===== src/include/softmax_cfg.svh =====
// ====================
// Widths, depths and latencies of the softmax stage
// Included by the package and by every module that sizes from them
// ====================
`ifndef SOFTMAX_CFG_SVH
`define SOFTMAX_CFG_SVH

// Data widths
`define SM_COEF_WIDTH          4
`define SM_EXP_WIDTH           16
`define SM_NODE_CNT_WIDTH      5
`define SM_SUM_WIDTH           20
`define SM_ALPHA_WIDTH         16

// Subgraph table and queues
`define SM_NUM_SUBGRAPHS       8
`define SM_SUBGRAPH_ADDR_WIDTH 3
`define SM_FIFO_DEPTH          32

// Input register plus one stage per quotient bit
`define SM_DIV_LATENCY         (`SM_ALPHA_WIDTH + 1)

`endif


===== src/logic/softmax_pkg.sv =====
// ====================
// Shared data types and the divide-side state encoding
// ====================
`default_nettype none

`include "softmax_cfg.svh"

package softmax_pkg;

  // ====================
  // Data types
  // ====================
  typedef logic [`SM_COEF_WIDTH-1:0]          coef_t;
  typedef logic [`SM_EXP_WIDTH-1:0]           exp_t;
  typedef logic [`SM_SUM_WIDTH-1:0]           sum_t;
  typedef logic [`SM_NODE_CNT_WIDTH-1:0]      node_cnt_t;
  typedef logic [`SM_ALPHA_WIDTH-1:0]         alpha_t;
  typedef logic [`SM_SUBGRAPH_ADDR_WIDTH-1:0] subgraph_addr_t;

  // Divide side waits for a sum, then issues that subgraph's dividends
  typedef enum logic {
    DIV_IDLE,
    DIV_RUN
  } div_state_e;

endpackage

`default_nettype wire


===== src/logic/sync_fifo.sv =====
// ====================
// Synchronous FIFO, first-word fall-through
// dout shows the oldest entry whenever empty is low
// ====================
`timescale 1ns/1ps
`default_nettype none

module sync_fifo #(
  parameter int DATA_WIDTH = 8,
  parameter int DEPTH      = 16
) (
  input  logic                  clk,
  input  logic                  rst_n,
  input  logic                  wr,
  input  logic [DATA_WIDTH-1:0] din,
  input  logic                  rd,
  output logic [DATA_WIDTH-1:0] dout,
  output logic                  empty,
  output logic                  full
);

  localparam int PTR_W = (DEPTH > 1) ? $clog2(DEPTH) : 1;
  localparam int CNT_W = $clog2(DEPTH + 1);

  logic [DATA_WIDTH-1:0] mem [DEPTH];
  logic [PTR_W-1:0]      wr_ptr;
  logic [PTR_W-1:0]      rd_ptr;
  logic [CNT_W-1:0]      count;
  logic                  do_wr;
  logic                  do_rd;

  assign empty = (count == '0);
  assign full  = (count == CNT_W'(DEPTH));
  assign do_wr = wr && !full;
  assign do_rd = rd && !empty;
  assign dout  = mem[rd_ptr];

  always_ff @(posedge clk) begin
    if (do_wr) begin
      mem[wr_ptr] <= din;
    end
  end

  // Pointers wrap at DEPTH, so any depth works
  always_ff @(posedge clk or negedge rst_n) begin
    if (!rst_n) begin
      wr_ptr <= '0;
      rd_ptr <= '0;
      count  <= '0;
    end else begin
      if (do_wr) begin
        wr_ptr <= (wr_ptr == PTR_W'(DEPTH - 1)) ? '0 : wr_ptr + 1'b1;
      end
      if (do_rd) begin
        rd_ptr <= (rd_ptr == PTR_W'(DEPTH - 1)) ? '0 : rd_ptr + 1'b1;
      end
      case ({do_wr, do_rd})
        2'b10:   count <= count + 1'b1;
        2'b01:   count <= count - 1'b1;
        default: count <= count;
      endcase
    end
  end

endmodule

`default_nettype wire


===== src/logic/node_count_ram.sv =====
// ====================
// Node count per subgraph, loaded before streaming
// One write port, registered read with one cycle latency
// ====================
`timescale 1ns/1ps
`default_nettype none

`include "softmax_cfg.svh"

module node_count_ram
  import softmax_pkg::*;
(
  input  logic           clk,
  input  logic           rst_n,
  input  logic           wr,
  input  subgraph_addr_t wr_addr,
  input  node_cnt_t      wr_data,
  input  subgraph_addr_t rd_addr,
  output node_cnt_t      rd_data
);

  node_cnt_t cnt_mem [`SM_NUM_SUBGRAPHS];

  always_ff @(posedge clk) begin
    if (wr) begin
      cnt_mem[wr_addr] <= wr_data;
    end
  end

  // Read register, old data on a same-address write
  always_ff @(posedge clk or negedge rst_n) begin
    if (!rst_n) begin
      rd_data <= '0;
    end else begin
      rd_data <= cnt_mem[rd_addr];
    end
  end

endmodule

`default_nettype wire


===== src/logic/fxp_div_pipe.sv =====
// ====================
// Pipelined restoring divider, one quotient bit per stage
// quotient = floor(dividend * 2^(QUOTIENT_WIDTH-1) / divisor), QUOTIENT_WIDTH+1 cycles
// ====================
`timescale 1ns/1ps
`default_nettype none

module fxp_div_pipe #(
  parameter int DIVIDEND_WIDTH = 16,
  parameter int DIVISOR_WIDTH  = 20,
  parameter int QUOTIENT_WIDTH = 16
) (
  input  logic                      clk,
  input  logic                      rst_n,
  input  logic                      in_vld,
  input  logic                      in_tag,
  input  logic [DIVIDEND_WIDTH-1:0] dividend,
  input  logic [DIVISOR_WIDTH-1:0]  divisor,
  output logic                      out_vld,
  output logic                      out_tag,
  output logic [QUOTIENT_WIDTH-1:0] quotient
);

  // One integer bit, the rest fraction
  localparam int FRAC_BITS = QUOTIENT_WIDTH - 1;
  localparam int WIDE_IN   = (DIVIDEND_WIDTH > DIVISOR_WIDTH) ? DIVIDEND_WIDTH : DIVISOR_WIDTH;
  localparam int REM_W     = WIDE_IN + QUOTIENT_WIDTH;

  // Index n holds the output of stage n, stage 0 is the input register
  logic [REM_W-1:0]          rem_q  [QUOTIENT_WIDTH];
  logic [DIVISOR_WIDTH-1:0]  dvsr_q [QUOTIENT_WIDTH];
  logic [QUOTIENT_WIDTH-1:0] quo_q  [1:QUOTIENT_WIDTH];
  logic [QUOTIENT_WIDTH:0]   vld_q;
  logic [QUOTIENT_WIDTH:0]   tag_q;

  // ====================
  // Valid and tag pipeline
  // ====================
  always_ff @(posedge clk or negedge rst_n) begin
    if (!rst_n) begin
      vld_q <= '0;
    end else begin
      vld_q <= {vld_q[QUOTIENT_WIDTH-1:0], in_vld};
    end
  end

  always_ff @(posedge clk) begin
    tag_q <= {tag_q[QUOTIENT_WIDTH-1:0], in_tag};
  end

  // Input register, dividend scaled by 2^FRAC_BITS
  always_ff @(posedge clk) begin
    rem_q[0]  <= {{(REM_W - DIVIDEND_WIDTH){1'b0}}, dividend} << FRAC_BITS;
    dvsr_q[0] <= divisor;
  end

  // ====================
  // Subtract stages, MSB of the quotient first
  // ====================
  for (genvar s = 1; s <= QUOTIENT_WIDTH; s++) begin : g_stage
    localparam int BIT = QUOTIENT_WIDTH - s;

    logic [REM_W-1:0] trial;
    logic             fits;

    assign trial = {{(REM_W - DIVISOR_WIDTH){1'b0}}, dvsr_q[s-1]} << BIT;
    assign fits  = (rem_q[s-1] >= trial);

    // First stage starts the quotient, later ones add their bit
    if (s == 1) begin : g_first
      always_ff @(posedge clk) begin
        quo_q[s] <= QUOTIENT_WIDTH'(fits) << BIT;
      end
    end else begin : g_next
      always_ff @(posedge clk) begin
        quo_q[s] <= quo_q[s-1] | (QUOTIENT_WIDTH'(fits) << BIT);
      end
    end

    // Last stage only needs the quotient
    if (s < QUOTIENT_WIDTH) begin : g_pass
      always_ff @(posedge clk) begin
        rem_q[s]  <= fits ? (rem_q[s-1] - trial) : rem_q[s-1];
        dvsr_q[s] <= dvsr_q[s-1];
      end
    end
  end

  assign out_vld  = vld_q[QUOTIENT_WIDTH];
  assign out_tag  = tag_q[QUOTIENT_WIDTH];
  assign quotient = quo_q[QUOTIENT_WIDTH];

endmodule

`default_nettype wire


===== src/logic/softmax.sv =====
// ====================
// Softmax core: 2^coef, per-subgraph sum, then 2^coef / sum in Q1.15
// Pops the coefficient FIFO and reads the node count table
// ====================
`timescale 1ns/1ps
`default_nettype none

`include "softmax_cfg.svh"

module softmax
  import softmax_pkg::*;
(
  input  logic           clk,
  input  logic           rst_n,
  input  coef_t          coef_ff_dout,
  input  logic           coef_ff_empty,
  input  node_cnt_t      num_node_dout,
  output logic           coef_ff_rd,
  output subgraph_addr_t num_node_addr,
  output logic           alpha_vld,
  output alpha_t         alpha,
  output logic           alpha_last
);

  localparam int DVSR_FF_WIDTH = `SM_NODE_CNT_WIDTH + `SM_SUM_WIDTH;

  // Input side
  subgraph_addr_t sg_idx;
  subgraph_addr_t sg_idx_nxt;
  node_cnt_t      node_cnt;
  sum_t           sum_acc;
  sum_t           sum_nxt;
  exp_t           exp_val;
  logic           last_node;

  // Queues
  logic                     divd_ff_rd;
  exp_t                     divd_ff_dout;
  logic                     divd_ff_empty;
  logic                     dvsr_ff_wr;
  logic [DVSR_FF_WIDTH-1:0] dvsr_ff_din;
  logic                     dvsr_ff_rd;
  logic [DVSR_FF_WIDTH-1:0] dvsr_ff_dout;
  logic                     dvsr_ff_empty;
  node_cnt_t                dvsr_num;
  sum_t                     dvsr_sum;

  // Divide side
  div_state_e div_state;
  node_cnt_t  div_num;
  node_cnt_t  div_cnt;
  sum_t       div_sum;
  logic       div_vld;
  logic       div_last;

  // ====================
  // Power of two and sum
  // ====================
  assign coef_ff_rd = !coef_ff_empty;
  assign exp_val    = exp_t'(1'b1) << coef_ff_dout;
  assign sum_nxt    = sum_acc + sum_t'(exp_val);
  assign last_node  = (node_cnt + 1'b1 == num_node_dout);

  always_comb begin
    sg_idx_nxt = sg_idx;
    if (coef_ff_rd && last_node) begin
      sg_idx_nxt = (sg_idx == subgraph_addr_t'(`SM_NUM_SUBGRAPHS - 1)) ? '0 : sg_idx + 1'b1;
    end
  end

  // Address leads by one edge so a new subgraph's count is ready on its first pop
  assign num_node_addr = sg_idx_nxt;

  always_ff @(posedge clk or negedge rst_n) begin
    if (!rst_n) begin
      sg_idx   <= '0;
      node_cnt <= '0;
      sum_acc  <= '0;
    end else begin
      sg_idx <= sg_idx_nxt;
      if (coef_ff_rd) begin
        if (last_node) begin
          node_cnt <= '0;
          sum_acc  <= '0;
        end else begin
          node_cnt <= node_cnt + 1'b1;
          sum_acc  <= sum_nxt;
        end
      end
    end
  end

  // Sum goes out on the last node, together with the count
  assign dvsr_ff_wr  = coef_ff_rd && last_node;
  assign dvsr_ff_din = {num_node_dout, sum_nxt};

  sync_fifo #(
    .DATA_WIDTH (`SM_EXP_WIDTH),
    .DEPTH      (`SM_FIFO_DEPTH)
  ) i_divd_fifo (
    .clk   (clk),
    .rst_n (rst_n),
    .wr    (coef_ff_rd),
    .din   (exp_val),
    .rd    (divd_ff_rd),
    .dout  (divd_ff_dout),
    .empty (divd_ff_empty),
    .full  ()
  );

  sync_fifo #(
    .DATA_WIDTH (DVSR_FF_WIDTH),
    .DEPTH      (`SM_FIFO_DEPTH)
  ) i_dvsr_fifo (
    .clk   (clk),
    .rst_n (rst_n),
    .wr    (dvsr_ff_wr),
    .din   (dvsr_ff_din),
    .rd    (dvsr_ff_rd),
    .dout  (dvsr_ff_dout),
    .empty (dvsr_ff_empty),
    .full  ()
  );

  // ====================
  // Divide issue
  // ====================
  assign {dvsr_num, dvsr_sum} = dvsr_ff_dout;
  assign dvsr_ff_rd = (div_state == DIV_IDLE) && !dvsr_ff_empty;
  assign divd_ff_rd = (div_state == DIV_RUN) && !divd_ff_empty;
  assign div_vld    = divd_ff_rd;
  assign div_last   = (div_cnt + 1'b1 == div_num);

  always_ff @(posedge clk or negedge rst_n) begin
    if (!rst_n) begin
      div_state <= DIV_IDLE;
      div_cnt   <= '0;
    end else begin
      case (div_state)
        DIV_IDLE: begin
          if (dvsr_ff_rd) begin
            div_cnt   <= '0;
            div_state <= DIV_RUN;
          end
        end
        DIV_RUN: begin
          if (divd_ff_rd) begin
            if (div_last) begin
              div_state <= DIV_IDLE;
            end else begin
              div_cnt <= div_cnt + 1'b1;
            end
          end
        end
        default: div_state <= DIV_IDLE;
      endcase
    end
  end

  // Held for the whole subgraph
  always_ff @(posedge clk) begin
    if (dvsr_ff_rd) begin
      div_num <= dvsr_num;
      div_sum <= dvsr_sum;
    end
  end

  fxp_div_pipe #(
    .DIVIDEND_WIDTH (`SM_EXP_WIDTH),
    .DIVISOR_WIDTH  (`SM_SUM_WIDTH),
    .QUOTIENT_WIDTH (`SM_ALPHA_WIDTH)
  ) i_div (
    .clk      (clk),
    .rst_n    (rst_n),
    .in_vld   (div_vld),
    .in_tag   (div_last),
    .dividend (divd_ff_dout),
    .divisor  (div_sum),
    .out_vld  (alpha_vld),
    .out_tag  (alpha_last),
    .quotient (alpha)
  );

endmodule

`default_nettype wire


===== src/logic/softmax_top.sv =====
// ====================
// Softmax stage top: coefficient FIFO, node count table and core
// ====================
`timescale 1ns/1ps
`default_nettype none

`include "softmax_cfg.svh"

module softmax_top
  import softmax_pkg::*;
(
  input  logic           clk,
  input  logic           rst_n,
  input  logic           cfg_wr,
  input  subgraph_addr_t cfg_addr,
  input  node_cnt_t      cfg_num_nodes,
  input  logic           coef_vld,
  input  coef_t          coef,
  output logic           alpha_vld,
  output alpha_t         alpha,
  output logic           alpha_last
);

  coef_t          coef_ff_dout;
  logic           coef_ff_empty;
  logic           coef_ff_rd;
  subgraph_addr_t num_node_addr;
  node_cnt_t      num_node_dout;

  sync_fifo #(
    .DATA_WIDTH (`SM_COEF_WIDTH),
    .DEPTH      (`SM_FIFO_DEPTH)
  ) i_coef_fifo (
    .clk   (clk),
    .rst_n (rst_n),
    .wr    (coef_vld),
    .din   (coef),
    .rd    (coef_ff_rd),
    .dout  (coef_ff_dout),
    .empty (coef_ff_empty),
    .full  ()
  );

  node_count_ram i_node_count_ram (
    .clk     (clk),
    .rst_n   (rst_n),
    .wr      (cfg_wr),
    .wr_addr (cfg_addr),
    .wr_data (cfg_num_nodes),
    .rd_addr (num_node_addr),
    .rd_data (num_node_dout)
  );

  softmax i_softmax (
    .clk           (clk),
    .rst_n         (rst_n),
    .coef_ff_dout  (coef_ff_dout),
    .coef_ff_empty (coef_ff_empty),
    .num_node_dout (num_node_dout),
    .coef_ff_rd    (coef_ff_rd),
    .num_node_addr (num_node_addr),
    .alpha_vld     (alpha_vld),
    .alpha         (alpha),
    .alpha_last    (alpha_last)
  );

endmodule

`default_nettype wire


===== config.mk =====
export PLATFORM = sky130hd
export DESIGN_NAME = softmax_top
export DESIGN_NICKNAME = d
export VERILOG_FILES = /design/src/logic/softmax_pkg.sv /design/src/logic/sync_fifo.sv /design/src/logic/node_count_ram.sv /design/src/logic/fxp_div_pipe.sv /design/src/logic/softmax.sv /design/src/logic/softmax_top.sv
export VERILOG_INCLUDE_DIRS = /design/src /design/src/include
export SDC_FILE = /design/constraint.sdc
export NUM_CORES = 2
export LEC_CHECK = 0
export BUFFER_PORTS_ARGS = -buffer_cell sky130_fd_sc_hd__buf_4
export CAP_MARGIN = 10
export CORE_MARGIN = 2
export CORE_UTILIZATION = 30
export DETAILED_ROUTE_END_ITERATION = 7
export MAX_ROUTING_LAYER = met4
export PLACE_DENSITY = 0.43
export REMOVE_ABC_BUFFERS = 1
export SLEW_MARGIN = 20
export SYNTH_ARGS = -nofsm -noshare
export SYNTH_HDL_FRONTEND = slang
export SYNTH_SLANG_ARGS = --single-unit

===== constraint.sdc =====
create_clock -name clk -period 15.2 [get_ports clk]
set_input_delay 2.28 -clock clk [delete_from_list [all_inputs] [get_ports clk]]
set_output_delay 2.28 -clock clk [all_outputs]
set_load 0.01 [all_outputs]

==> run_results.csv <==
group,metric,value,unit
pwr,vdd_drop_max,0.172,mV
min_path,min_to,"i_softmax.i_div.quo_q[13][9]",
clock_tree,cts_setup_buffers,0,
min_path,hold_path_class,"flip-flop to flip-flop",
routing,dr.pass1.iters,7,
setup_path,r2r_end,"i_softmax.i_dvsr_fifo.mem[2][16]",
grt,antenna_found_initial,10,
floorplan,initial_core_util,30.1,%
logic_synthesis,ys.flop_type,"edfxtp_1",
logic_synthesis,netlist.area_leader.share,44.2,%
routing,wl_met2,124000,µm
routing,drc,0,
layout,layout-area-overhead-vs-synth,15.7,%
routing,wl_met1,118000,µm
logic_synthesis,yosysMostFrequentCell,"edfxtp_1",
setup_path,cp_slowest_cell,"a2111oi_0",
layout,drive_above_1_share,17.0,%
routing,ant_nets,0,
timing,grt_setup_unrepaired,"false",
setup_path,r2r_setup_slack,8.15,ns
clock_tree,cts_num_sinks,2518,
timing,maxSlewHeadroom,27.5,%
logic_synthesis,async_flop_share,4.13,%
timing,clock_skew,0.0363,ns
floorplan,fp.dieH,588,µm
grt,grt_max_degree,108,
timing,holdWs,0.316,ns
layout,utilization,34.9,%
logic_synthesis,synth_area_leaders,"edfxtp_1 (44%), dfxtp_1 (18%), mux4_2 (10%), ha_1 (4.5%), dfrtp_1 (2.5%)",
setup_path,critPathLaunchType,"flip-flop",
pwr,p_per_area,245,mW/mm²
logic_synthesis,synth_top_cells_by_count,"edfxtp_1 (1505), dfxtp_1 (909), mux4_2 (460)",
logic_synthesis,yosysWarnings,0,
grt,overflow,0,
floorplan,core,0.340,mm²
routing,routed_wl,257000,µm
logic_synthesis,synth_area,0.102,mm²
logic_synthesis,avgSynthCellArea,14.5,µm²
clock_tree,h-tree-depth,5,
grt,grt_pass1_wl,383000,µm
setup_path,timing.rr.start,"i_coef_fifo.rd_ptr[0]",
routing,avgViaCountPerCell,4.78,
placement,port_buffers,33,
setup_path,worstPathMaxFanout,35,
timing,worst-slew-pin-transition,1.08,ns
setup_path,crit_path_end_kind,"flip-flop",
routing,highest_layer,"met4",
clock_tree,root_buffer,"clkbuf_16",
logic_synthesis,synth-edff-count,1505,
floorplan,dieWidth,588,µm
setup_path,path_buf_inv,1,
grt,globalRouteTotalUtil,15.0,%
routing,wl_met3,8770,µm
logic_synthesis,yosysSeqAreaShare,64.5,%
setup_path,slowest_delay,0.63,ns
clock_tree,cts_buffers,291,
setup_path,crit_type,"flip-flop to flip-flop",
clock_tree,hold_buffers,0,
grt,grt_pass1_vias,58943,
layout,nets,7692,
timing,clock.fmax,0.142,GHz
logic_synthesis,syn_inst,7076,
logic_synthesis,ys_ff_latch,2518,
placement,dpl.hpwl,162000,µm
clock_tree,worstSkewPairLatency,0.88,ns
routing,wire_per_inst,21.3,µm
logic_synthesis,synth.distinct_cells,91,
clock_tree,cts_max_path_buffers,4,
layout,fillers,32772,
min_path,holdPathStages,0,
setup_path,cp_top_family,"compound AO/OA/AOI/OAI gates",
timing,tns,0,ns
floorplan,ios,34,
timing,setup_viol,0,
timing,post-route-period-util,46.4,%
setup_path,crit_chain,"buf_4 -> mux4_2 -> mux4_2 -> mux2i_1 -> nand2_1 -> nor2_4 -> ha_1 -> a21o_1 -> a21o_1 -> a2111oi_0 -> o21ai_0 -> o41a_1 -> a221o_1 -> xor2_4",
routing,vias,57544,
pwr,power.leakage,42.9,nW
setup_path,r2r_cells,14,
floorplan,num_rows,214,
flow_run,cap_violations,0,
routing,drt_iter0_drc,3880,
placement,place_congestion,0.826,
pwr,finalPower,0.0290,W
clock_tree,cts_tree,"built",
floorplan,fp.dieArea,0.346,mm²
run_status,status,"completed",
clock_tree,post_cts_resized,0,
setup_path,crit_required,15.78,ns
setup_path,arrival,7.63,ns
timing,post-route-min-period,7.05,ns
timing,hold_viol,0,
min_path,min_from,"i_softmax.i_div.quo_q[12][9]",
logic_synthesis,yosysTopAreaCell,"edfxtp_1",
timing,drv_slew,0,
clock_tree,clk_pin_slew,0.06,ns
layer usage:
metal	track usage, %	vias to the layer above
met3	1.68	397
met4	3.96	0
met2	24.5	1043
met5	-	-
li1	-	26896
met1	19.9	29208
area by class of cell:
type                       count  area, µm²  area share, %
clock inverter               105       1010          0.852
clock buffer                 410       8330           7.04
sequential                  2518      66000           55.8
timing repair buffer         122        965          0.815
antenna                        4       10.0        0.00845
tap                         4536       5680           4.79
multi-input combinational   3916      34700           29.3
inverter                     437       1640           1.39
layout by cell type, fill, tap and decap left out, types with 37 or more instances in the layout:
cell type / netlist / routed
xor2_1: 174 / 169
edfxtp_1: 1505 / 1505
clkinv_2: 0 / 41
nor2_1: 410 / 327
nand3_1: 66 / 66
clkbuf_8: 0 / 37
o21a_1: 62 / 62
o31ai_1: 44 / 44
xnor2_1: 203 / 191
o21ai_0: 336 / 336
nand2b_1: 69 / 69
a211oi_1: 41 / 41
nand4_1: 38 / 38
buf_4: 0 / 118
nand2_1: 432 / 432
mux2_2: 99 / 99
nor2_4: 0 / 69
clkbuf_16: 0 / 302
dfrtp_1: 104 / 88
dfxtp_1: 909 / 909
mux4_2: 460 / 460
nor2b_1: 46 / 46
nor3_1: 103 / 102
inv_1: 433 / 432
nor4_1: 48 / 48
a21oi_1: 316 / 314
a21o_1: 120 / 120
or3_1: 44 / 44
ha_1: 371 / 371
clkbuf_1: 157 / 71
power by group:
part           internal, W  leakage [nW]  switching, W
clock network      0.00409          4.57       0.00275
registers          0.00977          22.6       0.00111
logic              0.00476          15.8       0.00653
registers in the layout, indices dropped and copies added, names as in the netlist, 6 cells and up:
name / flops
i_softmax.i_div.quo_q: 136
i_softmax.i_div.rem_q: 436
i_softmax.sum_acc: 20
i_softmax.i_divd_fifo.count: 6
i_coef_fifo.count: 6
i_softmax.div_sum: 20
i_node_count_ram.cnt_mem: 40
i_softmax.i_divd_fifo.mem: 512
i_coef_fifo.mem: 128
i_softmax.i_div.vld_q: 17
i_softmax.i_div.dvsr_q: 320
i_softmax.i_dvsr_fifo.count: 6
i_softmax.i_dvsr_fifo.mem: 800
i_softmax.i_div.tag_q: 17
cell families after synthesis:
family	Yosys count	synth area share, %
flops	2518	64.5
simple gates	1432	6.66
compound gates	1146	6.99
buf+inv	642	2.37
mux	571	11.3
fa+ha+maj	390	4.91
xor+xnor	377	3.23
how the worst max path moves through the flow:
stage / start / end / slack [ns] / cells after the start
global placement: i_coef_fifo.rd_ptr[0] / i_softmax.i_dvsr_fifo.mem[4][16] / 7.43 / 14
finish: i_coef_fifo.rd_ptr[0] / i_softmax.i_dvsr_fifo.mem[2][16] / 8.15 / 14
global route: i_coef_fifo.rd_ptr[0] / i_softmax.i_dvsr_fifo.mem[1][16] / 7.67 / 14
CTS: i_coef_fifo.rd_ptr[0] / i_softmax.i_dvsr_fifo.mem[2][16] / 7.27 / 14
floorplan: i_softmax.i_dvsr_fifo.rd_ptr[0] / i_softmax.div_num[0] / 5.90 / 3
detailed placement: i_coef_fifo.rd_ptr[0] / i_softmax.i_dvsr_fifo.mem[21][16] / 7.30 / 14
per-stage QoR:
step | area [µm²] | setup slack [ns] | cells
after detailed placement | 109000 | 7.30 | 11529
after CTS | 118000 | 7.27 | 12044
final | 118000 | 8.15 | 12048
after global routing | 118000 | 7.67 | 12046
after global placement | 109000 | 7.43 | 11528
after floorplan | 102000 | 5.90 | 6871
Note: power is estimated with default switching activity, not from simulation.
